===== src/rtl/pcs_settings.svh =====
`ifndef PCS_SETTINGS_SVH
`define PCS_SETTINGS_SVH

// Valid blocks from one aligner marker to the next
`define PCS_ALIGN_PERIOD        16

`define PCS_DELAY_DEPTH         4       // Lane path stages ahead of the breaker

// Breaker counter widths
`define PCS_NB_BURST            10
`define PCS_NB_PERIOD           10
`define PCS_NB_REPEAT           4

// Starting state of the breaker PRBS, must not be zero
`define PCS_PRBS_SEED           9'h1a5

`endif


===== src/rtl/pcs_pkg.sv =====
`default_nettype none

package pcs_pkg;

        // 64b/66b block fields
        typedef logic [1:0]     sync_header_t;
        typedef logic [63:0]    payload_t;

        // Header sits in the two upper bits of the 66-bit block
        typedef struct packed
        {
                sync_header_t   sync_header;
                payload_t       payload;
        } coded_block_t;

        // Breaker block selection, one-hot
        typedef enum logic [3:0]
        {
                MODE_ALIGN      = 4'b0001,      // Aligner-tagged blocks only
                MODE_CTRL       = 4'b0010,
                MODE_DATA       = 4'b0100,
                MODE_ALL        = 4'b1000
        } err_mode_t;

        // Valid sync headers
        localparam sync_header_t SH_DATA = 2'b01;
        localparam sync_header_t SH_CTRL = 2'b10;

        // 00 and 11 are never produced by a healthy transmitter

endpackage

`default_nettype wire


===== src/rtl/coded_block_if.sv =====
`timescale 1ns/10ps
`default_nettype none

// One coded block per cycle, qualified by valid
interface coded_block_if;
        import pcs_pkg::*;

        logic           valid;
        sync_header_t   sync_header;
        payload_t       payload;
        logic           aligner_tag;    // Marks an aligner position

        modport source
        (
                output valid,
                output sync_header,
                output payload,
                output aligner_tag
        );

        modport sink
        (
                input  valid,
                input  sync_header,
                input  payload,
                input  aligner_tag
        );

endinterface

`default_nettype wire


===== src/rtl/block_delay_line.sv =====
`timescale 1ns/10ps
`default_nettype none

`include "pcs_settings.svh"

module block_delay_line
(
        input  wire             i_clock,
        input  wire             i_reset,
        coded_block_if.sink     i_block,
        coded_block_if.source   o_block
);
        import pcs_pkg::*;

        localparam int DEPTH = `PCS_DELAY_DEPTH;

        logic [DEPTH-1:0]       valid_pipe;
        logic [DEPTH-1:0]       tag_pipe;
        coded_block_t           block_pipe [DEPTH];

        always_ff @(posedge i_clock)
        begin
                if (i_reset)
                        valid_pipe <= '0;
                else
                begin
                        valid_pipe[0] <= i_block.valid;
                        for (int i = 1; i < DEPTH; i++)
                                valid_pipe[i] <= valid_pipe[i-1];
                end
        end

        // Block contents shift every cycle, valid says which ones count
        always_ff @(posedge i_clock)
        begin
                tag_pipe[0]   <= i_block.aligner_tag;
                block_pipe[0] <= {i_block.sync_header, i_block.payload};
                for (int i = 1; i < DEPTH; i++)
                begin
                        tag_pipe[i]   <= tag_pipe[i-1];
                        block_pipe[i] <= block_pipe[i-1];
                end
        end

        assign o_block.valid       = valid_pipe[DEPTH-1];
        assign o_block.aligner_tag = tag_pipe[DEPTH-1];
        assign o_block.sync_header = block_pipe[DEPTH-1].sync_header;
        assign o_block.payload     = block_pipe[DEPTH-1].payload;

        a_fixed_latency: assert property (@(posedge i_clock) disable iff (i_reset)
                o_block.valid == $past(i_block.valid, DEPTH));

endmodule

`default_nettype wire


===== src/rtl/block_formatter.sv =====
`timescale 1ns/10ps
`default_nettype none

`include "pcs_settings.svh"

module block_formatter
(
        input  wire                     i_clock,
        input  wire                     i_reset,
        input  wire                     i_valid,
        input  wire                     i_ctrl,         // High for a control block
        input  wire pcs_pkg::payload_t  i_payload,
        coded_block_if.source           o_block
);
        import pcs_pkg::*;

        localparam int NB_ALIGN_CNT = $clog2(`PCS_ALIGN_PERIOD);
        localparam logic [NB_ALIGN_CNT-1:0] ALIGN_LAST = NB_ALIGN_CNT'(`PCS_ALIGN_PERIOD - 1);

        logic [NB_ALIGN_CNT-1:0]        align_cnt;
        logic                           align_hit;

        // Zero count marks the next aligner block
        assign align_hit = (align_cnt == '0);

        // Counts valid blocks only so gaps leave it alone
        always_ff @(posedge i_clock)
        begin
                if (i_reset)
                        align_cnt <= '0;
                else if (i_valid)
                begin
                        if (align_cnt == ALIGN_LAST)
                                align_cnt <= '0;
                        else
                                align_cnt <= align_cnt + 1'b1;
                end
        end

        // Qualifiers
        always_ff @(posedge i_clock)
        begin
                if (i_reset)
                begin
                        o_block.valid       <= 1'b0;
                        o_block.aligner_tag <= 1'b0;
                end
                else
                begin
                        o_block.valid       <= i_valid;
                        o_block.aligner_tag <= i_valid & align_hit;
                end
        end

        // Header and payload load only with a block
        always_ff @(posedge i_clock)
        begin
                if (i_valid)
                begin
                        o_block.sync_header <= i_ctrl ? SH_CTRL : SH_DATA;
                        o_block.payload     <= i_payload;
                end
        end

        a_tag_with_valid: assert property (@(posedge i_clock) disable iff (i_reset)
                o_block.aligner_tag |-> o_block.valid ##1 !o_block.aligner_tag);

endmodule

`default_nettype wire


===== src/rtl/pcs_error_top.sv =====
`timescale 1ns/10ps
`default_nettype none

`include "pcs_settings.svh"

module pcs_error_top
(
        input  wire                             i_clock,
        input  wire                             i_reset,
        input  wire                             i_valid,
        input  wire                             i_ctrl,
        input  wire pcs_pkg::payload_t          i_payload,
        input  wire                             i_rf_update,
        input  wire pcs_pkg::err_mode_t         i_rf_mode,
        input  wire [`PCS_NB_BURST-1:0]         i_rf_error_burst,
        input  wire [`PCS_NB_PERIOD-1:0]        i_rf_error_period,
        input  wire [`PCS_NB_REPEAT-1:0]        i_rf_error_repeat,
        output logic                            o_valid,
        output pcs_pkg::coded_block_t           o_data,
        output logic                            o_aligner_tag
);

        coded_block_if fmt_block ();    // Formatter to delay line
        coded_block_if dly_block ();    // Delay line to breaker

        block_formatter u_formatter
        (
                .i_clock                (i_clock),
                .i_reset                (i_reset),
                .i_valid                (i_valid),
                .i_ctrl                 (i_ctrl),
                .i_payload              (i_payload),
                .o_block                (fmt_block.source)
        );

        block_delay_line u_delay_line
        (
                .i_clock                (i_clock),
                .i_reset                (i_reset),
                .i_block                (fmt_block.sink),
                .o_block                (dly_block.source)
        );

        sh_breaker u_breaker
        (
                .i_clock                (i_clock),
                .i_reset                (i_reset),
                .i_block                (dly_block.sink),
                .i_rf_update            (i_rf_update),
                .i_rf_mode              (i_rf_mode),
                .i_rf_error_burst       (i_rf_error_burst),
                .i_rf_error_period      (i_rf_error_period),
                .i_rf_error_repeat      (i_rf_error_repeat),
                .o_valid                (o_valid),
                .o_data                 (o_data),
                .o_aligner_tag          (o_aligner_tag)
        );

endmodule

`default_nettype wire


===== src/rtl/prbs_bit.sv =====
`timescale 1ns/10ps
`default_nettype none

// x^9 + x^5 + 1 sequence, one bit per enabled cycle
module prbs_bit
#(
        parameter logic [8:0] SEED = 9'h1ff
)
(
        input  wire     i_clock,
        input  wire     i_reset,
        input  wire     i_enable,
        output logic    o_bit
);

        logic [8:0]     lfsr;
        logic           feedback;

        assign feedback = lfsr[8] ^ lfsr[4];    // Taps 9 and 5

        always_ff @(posedge i_clock)
        begin
                if (i_reset)
                        lfsr <= SEED;
                else if (i_enable)
                        lfsr <= {lfsr[7:0], feedback};
        end

        assign o_bit = lfsr[8];

        // A zero state would lock the sequence for good
        a_lfsr_not_zero: assert property (@(posedge i_clock) disable iff (i_reset)
                lfsr != '0);

endmodule

`default_nettype wire


===== src/rtl/sh_breaker.sv =====
`timescale 1ns/10ps
`default_nettype none

`include "pcs_settings.svh"

module sh_breaker
(
        input  wire                             i_clock,
        input  wire                             i_reset,
        coded_block_if.sink                     i_block,
        input  wire                             i_rf_update,        // Loads the new setup
        input  wire pcs_pkg::err_mode_t         i_rf_mode,
        input  wire [`PCS_NB_BURST-1:0]         i_rf_error_burst,   // Broken blocks per period
        input  wire [`PCS_NB_PERIOD-1:0]        i_rf_error_period,  // Valid blocks per period
        input  wire [`PCS_NB_REPEAT-1:0]        i_rf_error_repeat,  // Extra periods
        output logic                            o_valid,
        output pcs_pkg::coded_block_t           o_data,
        output logic                            o_aligner_tag
);
        import pcs_pkg::*;

        // Stored setup
        err_mode_t                      mode;
        logic [`PCS_NB_BURST-1:0]       cfg_burst;
        logic [`PCS_NB_PERIOD-1:0]      cfg_period;

        logic [`PCS_NB_BURST-1:0]       burst_cnt;
        logic [`PCS_NB_PERIOD-1:0]      period_cnt;
        logic [`PCS_NB_REPEAT-1:0]      repeat_cnt;

        logic                           burst_on;
        logic                           period_on;
        logic                           repeat_on;
        logic                           reload;
        logic                           eligible;
        logic                           break_now;
        logic                           prbs_out;
        sync_header_t                   err_sh;

        assign burst_on  = (burst_cnt != '0);
        assign period_on = (period_cnt != '0);
        assign repeat_on = (repeat_cnt != '0);

        // Period over with repeats left restarts from the stored setup
        assign reload = !period_on && repeat_on;

        always_comb
        begin
                case (mode)
                MODE_ALIGN:     eligible = i_block.aligner_tag;
                MODE_CTRL:      eligible = (i_block.sync_header == SH_CTRL);
                MODE_DATA:      eligible = (i_block.sync_header == SH_DATA);
                MODE_ALL:       eligible = 1'b1;
                default:        eligible = 1'b0;        // Not one-hot
                endcase
        end

        // Update and reload cycles never break
        assign break_now = i_block.valid && eligible && burst_on && !reload && !i_rf_update;

        assign err_sh = prbs_out ? 2'b11 : 2'b00;

        always_ff @(posedge i_clock)
        begin
                if (i_reset)
                begin
                        mode       <= MODE_ALL;
                        cfg_burst  <= '0;
                        cfg_period <= '0;
                        burst_cnt  <= '0;
                        period_cnt <= '0;
                        repeat_cnt <= '0;
                end
                else if (i_rf_update)
                begin
                        mode       <= i_rf_mode;
                        cfg_burst  <= i_rf_error_burst;
                        cfg_period <= i_rf_error_period;
                        burst_cnt  <= i_rf_error_burst;
                        period_cnt <= i_rf_error_period;
                        repeat_cnt <= i_rf_error_repeat;
                end
                else if (reload)
                begin
                        burst_cnt  <= cfg_burst;
                        period_cnt <= cfg_period;
                        repeat_cnt <= repeat_cnt - 1'b1;
                end
                else
                begin
                        if (i_block.valid && period_on)
                                period_cnt <= period_cnt - 1'b1;
                        if (break_now)
                                burst_cnt <= burst_cnt - 1'b1;
                end
        end

        // Advances once per valid block
        prbs_bit
        #(
                .SEED           (`PCS_PRBS_SEED)
        )
        u_prbs
        (
                .i_clock        (i_clock),
                .i_reset        (i_reset),
                .i_enable       (i_block.valid),
                .o_bit          (prbs_out)
        );

        always_ff @(posedge i_clock)
        begin
                if (i_reset)
                        o_valid <= 1'b0;
                else
                        o_valid <= i_block.valid;
        end

        // Payload and tag are never touched
        always_ff @(posedge i_clock)
        begin
                o_data.sync_header <= break_now ? err_sh : i_block.sync_header;
                o_data.payload     <= i_block.payload;
                o_aligner_tag      <= i_block.aligner_tag;
        end

        // A 00 or 11 header at the output only comes from breaking
        a_broken_header: assert property (@(posedge i_clock) disable iff (i_reset)
                o_valid && (o_data.sync_header inside {2'b00, 2'b11}) |-> $past(break_now));

        a_idle_after_reset: assert property (@(posedge i_clock)
                i_reset |=> !o_valid [*2]);

endmodule

`default_nettype wire


===== config.mk =====
export PLATFORM = sky130hd
export DESIGN_NAME = pcs_error_top
export DESIGN_NICKNAME = d
export VERILOG_FILES = /design/src/rtl/pcs_pkg.sv /design/src/rtl/coded_block_if.sv /design/src/rtl/block_delay_line.sv /design/src/rtl/block_formatter.sv /design/src/rtl/pcs_error_top.sv /design/src/rtl/prbs_bit.sv /design/src/rtl/sh_breaker.sv
export VERILOG_INCLUDE_DIRS = /design/src /design/src/rtl
export SDC_FILE = /design/constraint.sdc
export NUM_CORES = 1
export LEC_CHECK = 0
export BUFFER_PORTS_ARGS = -buffer_cell sky130_fd_sc_hd__buf_2
export CORE_MARGIN = 3
export CORE_UTILIZATION = 37
export CTS_CLUSTER_DIAMETER = 150
export DETAILED_ROUTE_END_ITERATION = 6
export PLACE_DENSITY = 0.64
export SLEW_MARGIN = 10
export SYNTH_ARGS = -nofsm -noshare
export SYNTH_HDL_FRONTEND = slang
export SYNTH_SLANG_ARGS = --single-unit

===== constraint.sdc =====
create_clock -name i_clock -period 3.5 [get_ports i_clock]
set_input_delay 0.175 -clock i_clock [delete_from_list [all_inputs] [get_ports i_clock]]
set_output_delay 0.175 -clock i_clock [all_outputs]
set_load 0.02 [all_outputs]

==> out/results.tsv <==
stage	metric	value	unit
sta	Fin Setup TNS	0	ns
run_status	outcome	complete, no violations	
layout	most frequent cells in the layout	dfxtp_1 (403), buf_2 (163), dlygate4sd3_1 (92)	
synthesis	Synth Instances	773	
floorplan	Die H	185	um
floorplan	initial core utilization	37.6	%
grt	Total Routing Usage GR	11.3	%
floorplan	DIE AREA	34400	um2
synthesis	Compound-Gate Fraction of Synth Area	6.22	%
flow_run	MaxCap Viol Count	0	
worst_setup_path	Req. time, crit path	3.88	ns
grt	largest net degree at the start of global routing	55	
synthesis	Post-synth top flop	dfxtp_1	
synthesis	post-synthesis register bit count	469	
route	DR iter-0 viols	337	
power_and_ir_drop	Max VDD drop	400	uV
synthesis	Syn Nets	875	
route	WL/cell	13.1	um
cts	Clk Latency, worst-skew pair	0.55	ns
place	GPL Wtd Cong	0.791	
synthesis	Syn. warnings	0	
synthesis	distinct cell type count after synthesis	52	
grt	total grt overflow	0	
cts	clock sinks	469	
cts	Post-CTS Resized	0	
sta	measured slew at the worst slew-check pin	0.826	ns
power_and_ir_drop	Leakage Power	0.00649	uW
cts	clock-pin slew on the worst setup and hold paths	0.06	ns
synthesis	main area contributors after synthesis	dfxtp_1 (68%), edfxtp_1 (17%), nand2_1 (1.5%), a21oi_1 (1.2%), a211oi_1 (1.2%)	
route	Remaining DRCs	0	
synthesis	adder-cell area share of the yosys netlist	0.525	%
sta	setup violators final	0	
synthesis	Seq/Total Area, Yosys	84.4	%
synthesis	Mapped Area	11900	um2
cts	# hold bufs at CTS	92	
route	Pre-antenna DRT Iters	4	
hold_path	hold path start	i_rf_error_burst[9]	
cts	Post CTS Setup Buffer Count	0	
floorplan	# rows	65	
worst_setup_path	CP max FO	30	
floorplan	Core Region	31600	um2
place	# port buffers	164	
synthesis	Synth top area share	67.7	%
synthesis	Post-synth EDFFs	66	
sta	RSZ-0062 raised after global routing	false	
sta	Slew HR	44.9	%
sta	Setup Skew	0.0193	ns
layout	Layout area overhead	31.8	%
floorplan	# IOs	165	
synthesis	mux contribution to synthesized area	0.945	%
sta	fin crit share	81.9	%
worst_setup_path	Worst setup EP type	flip-flop	
sta	final setup margin	0.632	ns
route	post-DR vias/cell	4.27	
worst_setup_path	startpoint types	flip-flop	
cts	H-tree levels	2	
synthesis	Synth Area in Simple Gates	5.52	%
synthesis	Synth Area in XOR/XNOR	1.03	%
grt	initial antenna violation count	0	
cts	CTS tree	built	
floorplan	Die Width	185	um
cts	total CTS buffers	46	
worst_setup_path	Crit. Startpoint	u_breaker.period_cnt[0]	
route	total number of vias	6387	
layout	NumNets Final	1159	
synthesis	ys async rst share	0	%
place	DP HPWL	11700	um
place	Place WS	0.653	ns
grt	via count of the first global-routing pass	6428	
synthesis	syn_area_per_cell	15.4	um2
hold_path	min-delay worst type	in2reg	
route	final WL	19600	um
grt	first-pass GRT wire length	31300	um
sta	Fin. Hold Viols	0	
sta	min Tclk post-route	2.87	ns
power_and_ir_drop	PwrDens	738	nW/um2
cts	CTS Buffer Depth	3	
layout	commonest non-fill, non-tap cell in the layout	dfxtp_1	
cts	CTS Root Cell	clkbuf_16	
worst_setup_path	critical path class	reg2reg	
sta	worst hold slack	0.0554	ns
layout	ratio of cells with drive above 1 in the final layout	24.1	%
worst_setup_path	Worst EP arrival	3.25	ns
worst_setup_path	Worst R2R Start	u_breaker.period_cnt[0]	
layout	ant diodes	0	
synthesis	main combinational cell family by area after synthesis	compound AO/OA/AOI/OAI gates	
synthesis	leading area contributor after synthesis	dfxtp_1	
route	Final ANT Viol Nets	0	
sta	Max Clock Freq	349	MHz
layout	Core Util, Final	49.6	%
sta	Slew Viols, Final	0	
==> Yosys cell counts (5+ instances only) <==
cell type and number:
nand2_1 47, ha_1 5, o211ai_1 8, nand3_1 7
a211o_1 9, nor2b_1 11, nor2_1 36, o31ai_1 5
xnor2_1 9, mux2i_1 9, a211oi_1 19, or4_1 6
inv_1 13, clkbuf_1 17, edfxtp_1 66, dfxtp_1 403
o21ai_0 11, xor2_1 5, a21oi_1 29
==> final timing paths <==
| path | endpoint | slack, ns | cells past startpoint |
|---|---|---|---|
| hold / removal | u_breaker.cfg_burst[9] | 0.06 | 4 |
| hold reg to reg | u_breaker.o_data[47] | 0.31 | 0 |
| setup / recovery | u_breaker.burst_cnt[5] | 0.63 | 8 |
| setup reg to reg | u_breaker.burst_cnt[5] | 0.63 | 8 |
==> power breakdown <==
| group | switching [uW] | internal (uW) |
|---|---|---|
| registers | 126 | 5890 |
| clock network | 2000 | 2960 |
| logic | 336 | 276 |
==> final cells by class <==
cell class,instances,area [um2]
clock inverter,17,174
fill,2654,15900
inverter,13,48.8
sequential,469,10000
multi-input combinational,265,1700
timing repair buffer,262,1790
clock buffer,67,1440
tap,402,503
==> registers in the layout (all words and copies together) (netlist names), 9 cells and up <==
name and cells:
u_breaker.burst_cnt 10, u_breaker.cfg_burst 10, u_breaker.cfg_period 10, u_breaker.o_data 66, u_breaker.period_cnt 10, u_breaker.u_prbs.lfsr 9, u_delay_line.block_pipe 264, u_formatter.o_block.payload 64
==> critical path: stages, from the launching register on <==
cell and delay (ns):
dfxtp_1 0.34, inv_1 0.07, ha_1 0.18, or4b_1 0.60, or4_1 0.63, buf_4 0.27
nand2_2 0.20, a21o_1 0.26, a311oi_2 0.14
==> per-layer routing <==
layer	share of wire (%)	vias to the layer above	track usage [%]
met5	0	-	0
met3	6.2	45	3.18
met1	44	2943	14.1
li1	-	3205	-
met4	3.1	0	4.80
met2	46	194	18.5
==> metrics by stage <==
step,instances,power [uW],area (um2)
CTS,1495,11800,15700
finish,1495,11600,15700
floorplan,773,6440,11900
detailed placement,1319,6660,13200
global route,1495,12100,15700
global placement,1319,6640,13200
==> cells by family after synthesis <==
logic type | count (synthesis)
buffers and inverters | 39
xor gates and xnor gates | 14
DFF | 469
and+or+nand+nor | 131
muxes | 11
AOI/OAI and AO/OA | 104
adders and majority gates | 5
Note: power is estimated with default switching activity, not from simulation.
